==> src/rtl/mesi_isc_pkg.sv <==
`default_nettype none

package mesi_isc_pkg;

  // ==================================================
  // System sizes
  // ==================================================
  localparam int CPU_COUNT      = 4;
  localparam int ADDR_WIDTH     = 32;
  // Default depth of the request and broadcast FIFOs
  localparam int FIFO_SIZE      = 4;
  localparam int FIFO_SIZE_LOG2 = 2;

  typedef logic [ADDR_WIDTH-1:0] addr_t;
  // Wide enough to index any of the CPUs
  typedef logic [1:0]            cpu_id_t;

  // ==================================================
  // Main bus commands from the CPUs
  // ==================================================
  typedef logic [2:0] mbus_cmd_t;
  localparam mbus_cmd_t MBUS_CMD_NOP      = 3'd0;
  localparam mbus_cmd_t MBUS_CMD_WR       = 3'd1;
  localparam mbus_cmd_t MBUS_CMD_RD       = 3'd2;
  localparam mbus_cmd_t MBUS_CMD_WR_BROAD = 3'd3;
  localparam mbus_cmd_t MBUS_CMD_RD_BROAD = 3'd4;

  // Coherence bus commands towards the CPUs
  typedef logic [2:0] cbus_cmd_t;
  localparam cbus_cmd_t CBUS_CMD_NOP      = 3'd0;
  localparam cbus_cmd_t CBUS_CMD_WR_SNOOP = 3'd1;
  localparam cbus_cmd_t CBUS_CMD_RD_SNOOP = 3'd2;
  localparam cbus_cmd_t CBUS_CMD_EN_WR    = 3'd3;
  localparam cbus_cmd_t CBUS_CMD_EN_RD    = 3'd4;

  // ==================================================
  // Broadcast request entries
  // ==================================================
  typedef logic [1:0] breq_type_t;
  localparam breq_type_t BREQ_TYPE_NOP = 2'd0;
  localparam breq_type_t BREQ_TYPE_WR  = 2'd1;
  localparam breq_type_t BREQ_TYPE_RD  = 2'd2;

  // Request FIFO entry is {type, address}
  localparam int BREQ_WIDTH  = $bits(breq_type_t) + ADDR_WIDTH;
  // Broadcast FIFO entry is {type, source id, address}
  localparam int BROAD_WIDTH = $bits(breq_type_t) + $bits(cpu_id_t) + ADDR_WIDTH;

  // Broadcast controller states
  typedef enum logic [1:0] {
    BROAD_IDLE,
    BROAD_SNOOP,
    BROAD_ENABLE
  } broad_state_t;

endpackage

`default_nettype wire

==> src/rtl/mesi_isc_basic_fifo.sv <==
`default_nettype none

module mesi_isc_basic_fifo #(
  parameter int DATA_WIDTH     = 32,
  parameter int FIFO_SIZE      = 4,
  parameter int FIFO_SIZE_LOG2 = 2
) (
  input  wire                   clk,
  input  wire                   rst,
  // Push data_i at this edge
  input  wire                   wr_i,
  // Drop the head entry at this edge
  input  wire                   rd_i,
  input  wire  [DATA_WIDTH-1:0] data_i,
  // Sampled head entry, valid while not empty
  output logic [DATA_WIDTH-1:0] data_o,
  output logic                  status_empty_o,
  output logic                  status_full_o
);

  // Storage
  logic [DATA_WIDTH-1:0]     entry [FIFO_SIZE];
  logic [FIFO_SIZE_LOG2-1:0] ptr_wr;
  logic [FIFO_SIZE_LOG2-1:0] ptr_rd;
  logic [FIFO_SIZE_LOG2-1:0] ptr_rd_plus_1;
  // Used entries, wraps to 0 both when empty and when full
  logic [FIFO_SIZE_LOG2-1:0] fifo_depth;
  logic                      depth_inc;
  logic                      depth_dec;

  // ==================================================
  // Write side
  // ==================================================
  always_ff @(posedge clk)
  begin
    if (wr_i)
      entry[ptr_wr] <= data_i;
  end

  always_ff @(posedge clk or posedge rst)
  begin
    if (rst)
      ptr_wr <= '0;
    else if (wr_i)
      ptr_wr <= ptr_wr + 1'b1;
  end

  // ==================================================
  // Read side
  // ==================================================
  assign ptr_rd_plus_1 = ptr_rd + 1'b1;

  always_ff @(posedge clk or posedge rst)
  begin
    if (rst)
      ptr_rd <= '0;
    else if (rd_i)
      ptr_rd <= ptr_rd + 1'b1;
  end

  // Head register always holds entry[ptr_rd] one cycle ahead
  always_ff @(posedge clk)
  begin
    // Empty: catch the write data so it is at the head next cycle
    if (status_empty_o)
      data_o <= data_i;
    // Single entry popped while the next one is written in the same edge
    else if (rd_i && wr_i && (ptr_rd_plus_1 == ptr_wr))
      data_o <= data_i;
    // Pop moves the head to the following entry
    else if (rd_i)
      data_o <= entry[ptr_rd_plus_1];
    else
      data_o <= entry[ptr_rd];
  end

  // ==================================================
  // Status flags
  // ==================================================
  // Simultaneous write and read leaves the depth unchanged
  assign depth_inc  = wr_i & ~rd_i;
  assign depth_dec  = ~wr_i & rd_i;
  assign fifo_depth = ptr_wr - ptr_rd;

  always_ff @(posedge clk or posedge rst)
  begin
    if (rst)
      status_empty_o <= 1'b1;
    // Last entry leaves
    else if ((fifo_depth == FIFO_SIZE_LOG2'(1)) && depth_dec)
      status_empty_o <= 1'b1;
    // First entry arrives
    else if ((fifo_depth == '0) && status_empty_o && depth_inc)
      status_empty_o <= 1'b0;
  end

  always_ff @(posedge clk or posedge rst)
  begin
    if (rst)
      status_full_o <= 1'b0;
    // Last free slot taken
    else if ((fifo_depth == FIFO_SIZE_LOG2'(FIFO_SIZE - 1)) && depth_inc)
      status_full_o <= 1'b1;
    // A slot frees up
    else if ((fifo_depth == '0) && status_full_o && depth_dec)
      status_full_o <= 1'b0;
  end

  // Producer must respect full, consumer must respect empty
  a_no_overflow: assert property (@(posedge clk) disable iff (rst)
    !(status_full_o && depth_inc));
  a_no_underflow: assert property (@(posedge clk) disable iff (rst)
    !(status_empty_o && rd_i));

endmodule

`default_nettype wire

==> src/rtl/mesi_isc_breq_fifos.sv <==
`default_nettype none

module mesi_isc_breq_fifos
  import mesi_isc_pkg::*;
(
  input  wire                                  clk,
  input  wire                                  rst,
  input  wire  mbus_cmd_t [CPU_COUNT-1:0]      mbus_cmd_i,
  input  wire  addr_t     [CPU_COUNT-1:0]      mbus_addr_i,
  // One-hot or zero pop from the arbiter
  input  wire  [CPU_COUNT-1:0]                 breq_pop_i,
  output logic [CPU_COUNT-1:0]                 mbus_ack_o,
  output logic [CPU_COUNT-1:0]                 breq_empty_o,
  output logic [CPU_COUNT-1:0][BREQ_WIDTH-1:0] breq_head_o
);

  breq_type_t [CPU_COUNT-1:0] breq_type;
  logic       [CPU_COUNT-1:0] breq_full;
  logic       [CPU_COUNT-1:0] breq_wr;

  // ==================================================
  // Command decode
  // ==================================================
  // Only broadcasts are coherence traffic, the rest go to memory
  always_comb
  begin
    for (int c = 0; c < CPU_COUNT; c++)
    begin
      case (mbus_cmd_i[c])
        MBUS_CMD_WR_BROAD: breq_type[c] = BREQ_TYPE_WR;
        MBUS_CMD_RD_BROAD: breq_type[c] = BREQ_TYPE_RD;
        MBUS_CMD_NOP,
        MBUS_CMD_WR,
        MBUS_CMD_RD:       breq_type[c] = BREQ_TYPE_NOP;
        default:           breq_type[c] = BREQ_TYPE_NOP;
      endcase
    end
  end

  // Accept whenever there is room, ack and write share the edge
  always_comb
  begin
    for (int c = 0; c < CPU_COUNT; c++)
      breq_wr[c] = (breq_type[c] != BREQ_TYPE_NOP) && !breq_full[c];
  end

  assign mbus_ack_o = breq_wr;

  // ==================================================
  // One request FIFO per CPU
  // ==================================================
  for (genvar c = 0; c < CPU_COUNT; c++)
  begin : g_cpu
    mesi_isc_basic_fifo #(
      .DATA_WIDTH     (BREQ_WIDTH),
      .FIFO_SIZE      (FIFO_SIZE),
      .FIFO_SIZE_LOG2 (FIFO_SIZE_LOG2)
    ) i_breq_fifo (
      .clk            (clk),
      .rst            (rst),
      .wr_i           (breq_wr[c]),
      .rd_i           (breq_pop_i[c]),
      .data_i         ({breq_type[c], mbus_addr_i[c]}),
      .data_o         (breq_head_o[c]),
      .status_empty_o (breq_empty_o[c]),
      .status_full_o  (breq_full[c])
    );
  end

endmodule

`default_nettype wire

==> src/rtl/mesi_isc_breq_arbiter.sv <==
`default_nettype none

module mesi_isc_breq_arbiter
  import mesi_isc_pkg::*;
(
  input  wire                                  clk,
  input  wire                                  rst,
  input  wire  [CPU_COUNT-1:0]                 breq_empty_i,
  input  wire  [CPU_COUNT-1:0][BREQ_WIDTH-1:0] breq_head_i,
  input  wire                                  broad_full_i,
  output logic [CPU_COUNT-1:0]                 breq_pop_o,
  output logic                                 broad_push_o,
  output logic [BROAD_WIDTH-1:0]               broad_entry_o
);

  // CPU served last, search starts right after it
  cpu_id_t    last_grant;
  cpu_id_t    grant_id;
  logic       grant_found;
  breq_type_t head_type;
  addr_t      head_addr;

  // ==================================================
  // Round-robin search
  // ==================================================
  always_comb
  begin
    grant_found = 1'b0;
    grant_id    = last_grant;
    // Offset CPU_COUNT wraps back to last_grant itself, checked last
    for (int k = 1; k <= CPU_COUNT; k++)
    begin
      if (!grant_found && !breq_empty_i[last_grant + cpu_id_t'(k)])
      begin
        grant_found = 1'b1;
        grant_id    = last_grant + cpu_id_t'(k);
      end
    end
  end

  // Move one request per cycle unless the broadcast FIFO is full
  assign broad_push_o = grant_found && !broad_full_i;
  assign breq_pop_o   = broad_push_o ? (CPU_COUNT'(1) << grant_id) : '0;

  // Tag the head entry with its source
  assign head_type     = breq_head_i[grant_id][BREQ_WIDTH-1 -: $bits(breq_type_t)];
  assign head_addr     = breq_head_i[grant_id][ADDR_WIDTH-1:0];
  assign broad_entry_o = {head_type, grant_id, head_addr};

  always_ff @(posedge clk or posedge rst)
  begin
    if (rst)
      last_grant <= cpu_id_t'(CPU_COUNT - 1);
    else if (broad_push_o)
      last_grant <= grant_id;
  end

  // Pops are exclusive and only ever hit a FIFO that holds data
  a_pop_onehot: assert property (@(posedge clk) disable iff (rst)
    $onehot0(breq_pop_o) && ((breq_pop_o & breq_empty_i) == '0));

endmodule

`default_nettype wire

==> src/rtl/mesi_isc_broad_cntl.sv <==
`default_nettype none

module mesi_isc_broad_cntl
  import mesi_isc_pkg::*;
(
  input  wire                         clk,
  input  wire                         rst,
  input  wire                         broad_push_i,
  input  wire  [BROAD_WIDTH-1:0]      broad_entry_i,
  // One-cycle ack per CPU
  input  wire  [CPU_COUNT-1:0]        cbus_ack_i,
  output logic                        broad_full_o,
  output cbus_cmd_t [CPU_COUNT-1:0]   cbus_cmd_o,
  output addr_t                       cbus_addr_o
);

  logic [BROAD_WIDTH-1:0] broad_head;
  logic                   broad_empty;
  logic                   broad_pop;

  broad_state_t state;
  // CPU that currently holds the command
  cpu_id_t      target;
  // Snoops acknowledged so far
  cpu_id_t      snoop_cnt;

  // Broadcast in flight
  breq_type_t   cur_type;
  cpu_id_t      cur_src;
  addr_t        cur_addr;

  logic [CPU_COUNT-1:0] cmd_active;

  // ==================================================
  // Broadcast FIFO
  // ==================================================
  mesi_isc_basic_fifo #(
    .DATA_WIDTH     (BROAD_WIDTH),
    .FIFO_SIZE      (FIFO_SIZE),
    .FIFO_SIZE_LOG2 (FIFO_SIZE_LOG2)
  ) i_broad_fifo (
    .clk            (clk),
    .rst            (rst),
    .wr_i           (broad_push_i),
    .rd_i           (broad_pop),
    .data_i         (broad_entry_i),
    .data_o         (broad_head),
    .status_empty_o (broad_empty),
    .status_full_o  (broad_full_o)
  );

  // Take a new entry only when the bus is free
  assign broad_pop = (state == BROAD_IDLE) && !broad_empty;

  // ==================================================
  // Sequencer
  // ==================================================
  always_ff @(posedge clk or posedge rst)
  begin
    if (rst)
    begin
      state     <= BROAD_IDLE;
      target    <= '0;
      snoop_cnt <= '0;
    end
    else
    begin
      case (state)
        BROAD_IDLE:
          if (broad_pop)
          begin
            // First snoop goes to the CPU after the source
            target    <= broad_head[ADDR_WIDTH +: $bits(cpu_id_t)] + 1'b1;
            snoop_cnt <= '0;
            state     <= BROAD_SNOOP;
          end
        BROAD_SNOOP:
          if (cbus_ack_i[target])
          begin
            // Stepping past the last peer lands back on the source
            target    <= target + 1'b1;
            snoop_cnt <= snoop_cnt + 1'b1;
            if (snoop_cnt == cpu_id_t'(CPU_COUNT - 2))
              state <= BROAD_ENABLE;
          end
        BROAD_ENABLE:
          if (cbus_ack_i[cur_src])
            state <= BROAD_IDLE;
        default:
          state <= BROAD_IDLE;
      endcase
    end
  end

  // Entry fields captured at the pop
  always_ff @(posedge clk)
  begin
    if (broad_pop)
      {cur_type, cur_src, cur_addr} <= broad_head;
  end

  // Command decode, one CPU at a time
  always_comb
  begin
    cbus_cmd_o = '{default: CBUS_CMD_NOP};
    case (state)
      BROAD_SNOOP:
        cbus_cmd_o[target] = (cur_type == BREQ_TYPE_WR) ? CBUS_CMD_WR_SNOOP
                                                        : CBUS_CMD_RD_SNOOP;
      BROAD_ENABLE:
        cbus_cmd_o[cur_src] = (cur_type == BREQ_TYPE_WR) ? CBUS_CMD_EN_WR
                                                         : CBUS_CMD_EN_RD;
      default:
        cbus_cmd_o = '{default: CBUS_CMD_NOP};
    endcase
  end

  assign cbus_addr_o = cur_addr;

  always_comb
  begin
    for (int c = 0; c < CPU_COUNT; c++)
      cmd_active[c] = (cbus_cmd_o[c] != CBUS_CMD_NOP);
  end

  // Single coherence command on the bus
  a_one_cmd: assert property (@(posedge clk) disable iff (rst)
    $onehot0(cmd_active));

endmodule

`default_nettype wire

==> src/rtl/mesi_isc_top.sv <==
`default_nettype none

module mesi_isc_top
  import mesi_isc_pkg::*;
(
  input  wire                         clk,
  input  wire                         rst,
  // Main bus side, one command and address per CPU
  input  wire  mbus_cmd_t [CPU_COUNT-1:0] mbus_cmd_i,
  input  wire  addr_t     [CPU_COUNT-1:0] mbus_addr_i,
  // Coherence bus acks, one pulse per CPU
  input  wire  [CPU_COUNT-1:0]        cbus_ack_i,
  output logic [CPU_COUNT-1:0]        mbus_ack_o,
  output cbus_cmd_t [CPU_COUNT-1:0]   cbus_cmd_o,
  output addr_t                       cbus_addr_o
);

  // ==================================================
  // Request FIFOs to arbiter
  // ==================================================
  logic [CPU_COUNT-1:0]                 breq_empty;
  logic [CPU_COUNT-1:0][BREQ_WIDTH-1:0] breq_head;
  logic [CPU_COUNT-1:0]                 breq_pop;

  // Arbiter to broadcast controller
  logic                   broad_push;
  logic [BROAD_WIDTH-1:0] broad_entry;
  logic                   broad_full;

  mesi_isc_breq_fifos i_breq_fifos (
    .clk          (clk),
    .rst          (rst),
    .mbus_cmd_i   (mbus_cmd_i),
    .mbus_addr_i  (mbus_addr_i),
    .breq_pop_i   (breq_pop),
    .mbus_ack_o   (mbus_ack_o),
    .breq_empty_o (breq_empty),
    .breq_head_o  (breq_head)
  );

  mesi_isc_breq_arbiter i_breq_arbiter (
    .clk           (clk),
    .rst           (rst),
    .breq_empty_i  (breq_empty),
    .breq_head_i   (breq_head),
    .broad_full_i  (broad_full),
    .breq_pop_o    (breq_pop),
    .broad_push_o  (broad_push),
    .broad_entry_o (broad_entry)
  );

  mesi_isc_broad_cntl i_broad_cntl (
    .clk           (clk),
    .rst           (rst),
    .broad_push_i  (broad_push),
    .broad_entry_i (broad_entry),
    .cbus_ack_i    (cbus_ack_i),
    .broad_full_o  (broad_full),
    .cbus_cmd_o    (cbus_cmd_o),
    .cbus_addr_o   (cbus_addr_o)
  );

endmodule

`default_nettype wire

==> config.mk <==
export PLATFORM = sky130hd
export DESIGN_NAME = mesi_isc_top
export DESIGN_NICKNAME = d
export VERILOG_FILES = /design/src/rtl/mesi_isc_pkg.sv /design/src/rtl/mesi_isc_basic_fifo.sv /design/src/rtl/mesi_isc_breq_fifos.sv /design/src/rtl/mesi_isc_breq_arbiter.sv /design/src/rtl/mesi_isc_broad_cntl.sv /design/src/rtl/mesi_isc_top.sv
export SDC_FILE = /design/constraint.sdc
export NUM_CORES = 1
export LEC_CHECK = 0
export BUFFER_PORTS_ARGS = -buffer_cell sky130_fd_sc_hd__buf_4
export CAP_MARGIN = 20
export CORE_MARGIN = 2
export CORE_UTILIZATION = 35
export DETAILED_ROUTE_END_ITERATION = 10
export PLACE_DENSITY = 0.48
export SKIP_CTS_REPAIR_TIMING = 1
export SYNTH_ARGS = -nofsm -noshare
export SYNTH_HDL_FRONTEND = slang
export SYNTH_SLANG_ARGS = --single-unit
==> constraint.sdc <==
create_clock -name clk -period 3.1 [get_ports clk]
set_input_delay 0.31 -clock clk [delete_from_list [all_inputs] [get_ports clk]]
set_output_delay 0.31 -clock clk [all_outputs]
set_load 0.005 [all_outputs]
After elaboration in Yosys (flattened, before gate mapping)
Memories as Yosys holds them, arrays and structs flattened. Index checks and enable logic that the tools add are counted.

Equal/unequal tests: 31. Bitwise logic cells: 22. Mux-type cells: 90. Reduce and logical (&&, ||, !) cells: 85. Add/sub/neg operators: 21. $lt $le $gt $ge: 9. Shift operators: 1.

Operators with widths (number): two-way mux 34 bit (13); two-way mux 36 bit (3); binary-select mux 34 bit (select 2 bit) (1); logical AND 1 bit (51); two-way mux 1 bit (40); nonzero test 2 bit (15); adder 2 x 1 -> 2 bit, second input constant (14); two-way mux 2 bit (13); AND 12 bit (2); case mux 12 bit (2 select lines) (1); case mux 2 bit (2 select lines) (6); less-than comparator 2 x 3 -> 1 bit, second input constant (7); equality test 2 x 1 -> 1 bit, second input constant (7); equality test 2 bit, second input constant (7); binary-select mux 1 bit (select 2 bit) (6); demux 3 bit (select 2 bit) (2); equality test 3 x 2 -> 1 bit, second input constant (4); equality test 3 bit, second input constant (4); zero test 2 bit (6); zero test 1 bit (11); AND 1 bit (10); equality test 2 bit (5); NOT 1 bit (10); subtractor 2 bit (5); 10 further kinds (16).

Memories: 5. Flip-flop bits (word level): 246. Word-level logic and storage cells: 296. RAM bits: 688. Output and inout bits: 48. Input bits: 146.

Memories: i_broad_cntl.i_broad_fifo.entry (depth 4, width 36, read ports 2, clocked after Yosys merged registers in 0, write ports 1, RTL line mesi_isc_basic_fifo.sv:22) `logic [DATA_WIDTH-1:0] entry [FIFO_SIZE];`; i_breq_fifos.g_cpu[0].i_breq_fifo.entry (depth 4, width 34, read ports 2, clocked after Yosys merged registers in 0, write ports 1, RTL line mesi_isc_basic_fifo.sv:22); i_breq_fifos.g_cpu[1].i_breq_fifo.entry (depth 4, width 34, read ports 2, clocked after Yosys merged registers in 0, write ports 1, RTL line mesi_isc_basic_fifo.sv:22); i_breq_fifos.g_cpu[2].i_breq_fifo.entry (depth 4, width 34, read ports 2, clocked after Yosys merged registers in 0, write ports 1, RTL line mesi_isc_basic_fifo.sv:22); i_breq_fifos.g_cpu[3].i_breq_fifo.entry (depth 4, width 34, read ports 2, clocked after Yosys merged registers in 0, write ports 1, RTL line mesi_isc_basic_fifo.sv:22).

Depth between registers and ports, before layout
Depth after elaboration: 19. Gate-level depth with buffers: 12. Gate-level depth less buffers: 8.

By module
Synthesis repeated with hierarchy kept, for this count alone.

Cell total of the unflattened synthesis: 2747. Area, all modules: 42373.1 um^2.

By module, submodules not included: mesi_isc_basic_fifo at i_breq_fifos.g_cpu[1].i_breq_fifo ... (instances 3, area each 7744.9 um^2, sequential area each 4916.0 um^2, cells an instance 520); mesi_isc_basic_fifo at i_broad_cntl.i_broad_fifo (instances 1, area each 8260.4 um^2, sequential area each 5196.2 um^2, cells an instance 547); mesi_isc_basic_fifo at i_breq_fifos.g_cpu[0].i_breq_fifo (instances 1, area each 7631.1 um^2, sequential area each 4916.0 um^2, cells an instance 365); mesi_isc_broad_cntl (instances 1, area each 1734.2 um^2, sequential area each 1231.2 um^2, cells an instance 117); mesi_isc_breq_arbiter (instances 1, area each 1386.3 um^2, sequential area each 52.6 um^2, cells an instance 138); mesi_isc_breq_fifos (instances 1, area each 126.4 um^2, sequential area each 0.0 um^2, cells an instance 20).

Worst setup path before layout
No wires, ideal clock.

Path type: input to register. From: input mbus_cmd_i[4] (netlist name). To: memory i_breq_fifos.g_cpu[1].i_breq_fifo.entry[2][0] (netlist name) (enable). Setup time: 0.394 ns. Data required time: 2.706 ns. Buffers on the path: 1. Stages: 4. Arrival time: 2.162 ns. Setup slack: 0.544 ns. Cells stage by stage: or3b_2 -> a21oi_1 -> clkbuf_1 -> and2_1.

Cells in the longest elaborated chain, start to end: 6. Elaborated cells between the ends (all ways): 7. Those cells by class: eq/ne (2); mux (3); reduce/logical (2).

RTL lines: start: declaration (RTL line mesi_isc_top.sv:9) `input wire mbus_cmd_t [CPU_COUNT-1:0] mbus_cmd_i,`; equality test 3 bit / equality test 3 x 2 -> 1 bit (equally long branches) (RTL line mesi_isc_breq_fifos.sv:29) `case (mbus_cmd_i[c])`; case mux 2 bit (2 select lines) * (RTL line mesi_isc_breq_fifos.sv:29); nonzero test 2 bit * (RTL line mesi_isc_breq_fifos.sv:44) `breq_wr[c] = (breq_type[c] != BREQ_TYPE_NOP) && !breq_full[c];`; logical AND 1 bit * (RTL line mesi_isc_breq_fifos.sv:44); via i_breq_fifos.g_cpu[1].i_breq_fifo.wr_i (RTL line mesi_isc_basic_fifo.sv:11) `input wire wr_i,`; two-way mux 1 bit * (RTL line mesi_isc_basic_fifo.sv:36) `if (wr_i)`; two-way mux 1 bit (not written as such) * (RTL line mesi_isc_basic_fifo.sv:37) `entry[ptr_wr] <= data_i;`; end: declaration (RTL line mesi_isc_basic_fifo.sv:22).

The timed path passes the listed nets; every way through them passes the cells marked *.

Worst setup path in the final report
From: register i_breq_arbiter.last_grant[1]. To: register i_breq_fifos.g_cpu[3].i_breq_fifo.status_empty_o.

Cells in the longest elaborated chain, start to end: 18. Elaborated cells between the ends (all ways): 37. Those cells by class: add/sub (3); shift (1); mux (18); bitwise (3); reduce/logical (12).

RTL lines: start: declaration (RTL line mesi_isc_breq_arbiter.sv:17) `cpu_id_t last_grant;`; start signal: assignment (RTL line mesi_isc_breq_arbiter.sv:53) `last_grant <= cpu_id_t'(CPU_COUNT - 1);`; start signal: assignment (RTL line mesi_isc_breq_arbiter.sv:55) `last_grant <= grant_id;`; adder 2 bit (RTL line mesi_isc_breq_arbiter.sv:33, mesi_isc_breq_arbiter.sv:36); binary-select mux 1 bit (select 2 bit) (RTL line mesi_isc_breq_arbiter.sv:33) `if (!grant_found && !breq_empty_i[last_grant + cpu_id_t'(k)])`; two-way mux 1 bit (not written as such) (RTL line mesi_isc_breq_arbiter.sv:33); zero test 1 bit (RTL line mesi_isc_breq_arbiter.sv:33); logical AND 1 bit (RTL line mesi_isc_breq_arbiter.sv:33); two-way mux 1 bit (RTL line mesi_isc_breq_arbiter.sv:33); zero test 1 bit (RTL line mesi_isc_breq_arbiter.sv:33); logical AND 1 bit (RTL line mesi_isc_breq_arbiter.sv:33); [... 2 more ...]; logical AND 1 bit (RTL line mesi_isc_breq_arbiter.sv:33); two-way mux 2 bit / two-way mux 1 bit (equally long branches) (RTL line mesi_isc_breq_arbiter.sv:33); << shifter 1 x 2 -> 4 bit / logical AND 1 bit (equally long branches) (RTL line mesi_isc_breq_arbiter.sv:43, mesi_isc_breq_arbiter.sv:42); two-way mux 4 bit * (RTL line mesi_isc_breq_arbiter.sv:43) `assign breq_pop_o = broad_push_o ? (CPU_COUNT'(1) << grant_id) : '0;`; NOT 1 bit (RTL line mesi_isc_basic_fifo.sv:81) `assign depth_inc = wr_i & ~rd_i;`; AND 1 bit (RTL line mesi_isc_basic_fifo.sv:81); logical AND 1 bit (RTL line mesi_isc_basic_fifo.sv:93) `else if ((fifo_depth == '0) && status_empty_o && depth_inc)`; nonzero test 2 bit (no source line); end signal: assignment (RTL line mesi_isc_basic_fifo.sv:88) `status_empty_o <= 1'b1;`; end signal: assignment (RTL line mesi_isc_basic_fifo.sv:91) `status_empty_o <= 1'b1;`; end signal: assignment (RTL line mesi_isc_basic_fifo.sv:94) `status_empty_o <= 1'b0;`; end: declaration (RTL line mesi_isc_basic_fifo.sv:17) `output logic status_empty_o,`.

Mark *: on every way between the ends. The rest lies on a longest branch, timed or not. The select of a mux whose other input is x is not followed. A chain may end at the register's enable or synchronous reset.

==> results by group <==
Layout
  – Final core area utilization: 42.8%
  – P&R area growth vs syn: 20.7%
  – # fillers: 10500
  – Nets@finish: 3109
  – Multi-input logic area: 0.0143 sq mm
  – Register Area: 0.0262 sq mm
  – Share of cells above drive strength 1: 27.3%

STA
  – Max Fclk: 339 MHz
  – Worst slew pin tran: 1.04 ns
  – Slew HR: 30.9%
  – Setup ws final: 0.152 ns
  – Hold Vio Cnt, Final: 0
  – Final Hold Slack: 0.239 ns
  – Period utilization: 95.1%
  – Unrepaired setup endpoints after global routing: no
  – Final min period: 2.95 ns
  – Final Max Tran Viols: 0
  – Clock skew: 0.0288 ns
  – Setup violators final: 0

Worst setup path
  – CP Capture Type: flop
  – Crit Path Category: reg2reg
  – Crit path arrival time: 3.51 ns
  – Worst reg2reg path startpoint: i_breq_arbiter.last_grant[1]
  – WP data required: 3.67 ns
  – Critical R2R Capture: i_breq_fifos.g_cpu[3].i_breq_fifo.status_empty_o
  – Cell count of the worst reg-to-reg path: 7
  – Flop2flop setup slack: 0.15 ns
  – Crit Path Max Fanout: 38
  – Crit start category: flop

Logic synthesis
  – Ys Warns: 0
  – Synth async-reset ratio: 4.07%
  – Mux share of post-synthesis cell area: 21.5%
  – FF+latch count, synth: 934
  – Syn nets: 2762
  – Mapped Area: 0.0419 sq mm
  – Xor/xnor share of the synthesized area: 0.791%
  – Post-synthesis compound-gate area fraction: 7.76%
  – Post-Synth Simple-Gate Area: 3.08%
  – Register area share after synthesis: 62.3%
  – Post-synth cell types: 58
  – Largest family of logic cells by synthesized area: multiplexers
  – EDFF count, synth: 724
  – Prevailing post-synth register cell: edfxtp_1
  – Synthesized area per cell: 16.2 sq um
  – Post-Synth Adder-Cell Area: 0.865%
  – Cells after synthesis: 2587

Drt
  – Drt wl/cell: 25.2 microns
  – Via count: 24800
  – Post-DR vias/cell: 5.35
  – DRT Pass-1 Iters: 5
  – Final WL: 117000 microns
  – DRT iter0 DRCs: 2147
  – Post-DRT Antenna Nets: 0
  – # DRC: 0

Clocking
  – CTS tree: yes
  – Total CTS buffers: 105
  – Sink Count: 934
  – Clk slew on worst S/H paths: 0.06 ns
  – Longest Clk Path Bufs: 3
  – Skew-Pair Late Insertion Delay: 0.69 ns
  – CTS Root Cell: clkbuf_16
  – # H-tree levels: 3

Placement
  – Placement Setup Slack: -0.0687 ns
  – Placer Congestion: 0.785
  – Post-DP HPWL: 74500 microns
  – IO Port Bufs: 193

Power
  – Power per Cell Area: 868 mW/mm^2
  – Leakage: 18.7 nW
  – Max VDD drop: 0.000540 V

Floorplan
  – Row count: 126
  – Die Span Y: 350 microns
  – Initial Utilization: 35.4%
  – Total core area: 0.118 sq mm
  – Full die area: 0.123 sq mm
  – # IOs: 194
  – Die Wd: 350 microns

Job
  – Max-capacitance violation count: 0

Min path
  – Beginning of the worst hold path: mbus_cmd_i[3]
  – Hold Crit Class: in2reg
  – Hold Path Cell Cnt: 3
  – Hold Path Sink: i_breq_fifos.g_cpu[1].i_breq_fifo.entry[3][33]

Status
  – Status: completed

Global route
  – Total GRT Usage: 18.7%
  – Largest net degree at the start of global routing: 77
  – Antenna violations before repair: 19
  – First-pass GRT wire length: 167000 microns
  – Total gr overflow: 0
  – Vias in the first global route: 24600
flip-flops by register name, summed over array words and instances (netlist names), 4 cells and up:
signal / count
i_breq_fifos.g_cpu.i_breq_fifo.entry: 544
i_broad_cntl.i_broad_fifo.entry: 144
i_breq_fifos.g_cpu.i_breq_fifo.data_o: 136
i_broad_cntl.i_broad_fifo.data_o: 36
i_broad_cntl.cbus_addr_o: 32
i_breq_fifos.g_cpu.i_breq_fifo.ptr_rd: 8
i_breq_fifos.g_cpu.i_breq_fifo.ptr_wr: 8
i_breq_fifos.g_cpu.i_breq_fifo.status_empty_o: 4
i_breq_fifos.g_cpu.i_breq_fifo.status_full_o: 4
cells by family (layout without fill, tap and decap cells):
| group | after synthesis | after routing |
|---|---|---|
| other | 0 | 8 |
| buffers and inverters | 367 | 806 |
| AND/OR/NAND/NOR | 276 | 276 |
| adder cells (fa/ha/maj) | 29 | 29 |
| AO/OA/AOI/OAI | 397 | 397 |
| XOR/XNOR | 31 | 31 |
| flip-flops | 934 | 934 |
| multiplexers | 553 | 553 |
worst max path at each step:
stage                                                                   to                                        startpoint  cells after the start
after global routing                   i_broad_cntl.i_broad_fifo.data_o[4]                      i_breq_arbiter.last_grant[1]                      6
after detailed placement  i_breq_fifos.g_cpu[3].i_breq_fifo.status_empty_o                      i_breq_arbiter.last_grant[1]                      7
after CTS                 i_breq_fifos.g_cpu[3].i_breq_fifo.status_empty_o                      i_breq_arbiter.last_grant[1]                      7
final                     i_breq_fifos.g_cpu[3].i_breq_fifo.status_empty_o                      i_breq_arbiter.last_grant[1]                      7
after global placement    i_breq_fifos.g_cpu[3].i_breq_fifo.status_empty_o  i_breq_fifos.g_cpu[0].i_breq_fifo.status_empty_o                      8
after floorplan              i_breq_fifos.g_cpu[1].i_breq_fifo.entry[2][0]                                     mbus_cmd_i[4]                      4
report_power, final:
group | total [mW] | switching [mW] | internal, mW
logic | 14.2 | 7.35 | 6.86
clock network | 12.6 | 5.01 | 7.59
registers | 17.1 | 1.45 | 15.7
total | 43.9 | 13.8 | 30.1
per-layer routing:
| metal | up-vias | GRT usage (%) | routed length (microns) |
|---|---|---|---|
| met2 | 672 | 29.5 | 54600 |
| met4 | 22 | 6.56 | 3710 |
| met1 | 12900 | 25.2 | 50800 |
| met3 | 189 | 4.72 | 7470 |
| met5 | - | 0 | 138 |
| li1 | 11000 | - | - |
worst max-delay path: stages (launching register included):
cell and delay, ns:
dfstp_2 0.57, mux2_2 0.45, inv_6 0.28, buf_4 0.30
o211ai_1 0.27, buf_12 0.30, o31a_1 0.35, a21oi_2 0.27
cell usage in the layout (no fill, tap or decap), types with 6 or more instances in the layout:
| master | Yosys | final |
|---|---|---|
| a21o_1 | 34 | 34 |
| a21oi_1 | 15 | 14 |
| a221oi_1 | 33 | 33 |
| a31oi_1 | 8 | 8 |
| and2_1 | 20 | 20 |
| buf_12 | 0 | 30 |
| buf_4 | 16 | 279 |
| bufinv_16 | 0 | 8 |
| clkbuf_1 | 102 | 25 |
| clkbuf_16 | 0 | 109 |
| clkbuf_8 | 0 | 21 |
| clkinv_1 | 1 | 8 |
| clkinv_2 | 0 | 20 |
| dfrtp_1 | 31 | 21 |
| dfrtp_2 | 0 | 6 |
| dfstp_2 | 7 | 7 |
| dfxtp_1 | 172 | 172 |
| diode_2 | 0 | 8 |
| dlygate4sd3_1 | 0 | 129 |
| edfxtp_1 | 724 | 724 |
| ha_1 | 29 | 29 |
| inv_1 | 166 | 164 |
| mux2_2 | 39 | 39 |
| mux2i_1 | 241 | 241 |
| mux4_2 | 273 | 273 |
| nand2_1 | 19 | 19 |
| nand2b_1 | 11 | 10 |
| nand3_1 | 9 | 9 |
| nor2_1 | 152 | 152 |
| nor2b_1 | 7 | 7 |
| nor3_1 | 9 | 9 |
| o21ai_0 | 31 | 31 |
| o221ai_1 | 69 | 69 |
| o22a_1 | 136 | 136 |
| o31ai_1 | 35 | 35 |
| or3_1 | 33 | 33 |
| xnor2_1 | 23 | 23 |
synth_stat cells (33+ instances only):
| library cell | instances | area, sq um |
|---|---|---|
| edfxtp_1 | 724 | 21700 |
| mux4_2 | 273 | 6150 |
| mux2i_1 | 241 | 2410 |
| dfxtp_1 | 172 | 3440 |
| inv_1 | 166 | 623 |
| nor2_1 | 152 | 571 |
| o22a_1 | 136 | 1190 |
| clkbuf_1 | 102 | 383 |
| o221ai_1 | 69 | 604 |
| buf_2 | 54 | 270 |
| mux2_2 | 39 | 439 |
| o31ai_1 | 35 | 263 |
| a21o_1 | 34 | 255 |
| a221oi_1 | 33 | 289 |
| or3_1 | 33 | 206 |
through the flow:
step / setup TNS (ns) / power (mW) / area (sq um) / instances
2_1_floorplan: 0 / 26.7 / 41900 / 2587
3_3_place_gp: -0.0614 / 31.2 / 45700 / 4298
3_5_place_dp: -0.0687 / 31.5 / 45700 / 4298
4_1_cts: -0.0886 / 44.3 / 49300 / 4497
5_1_grt: 0 / 46.1 / 50600 / 4630
6_report: 0 / 43.9 / 50600 / 4634
layout make-up:
class	count	share of cell area (%)
clock inverter	44	0.865
antenna	8	0.0396
tap	1600	3.96
sequential	934	51.7
multi-input combinational	1286	28.2
inverter	169	1.27
clock buffer	155	6.15
timing repair buffer	438	7.88
No activity file was read; power rests on OpenSTA's default activity.
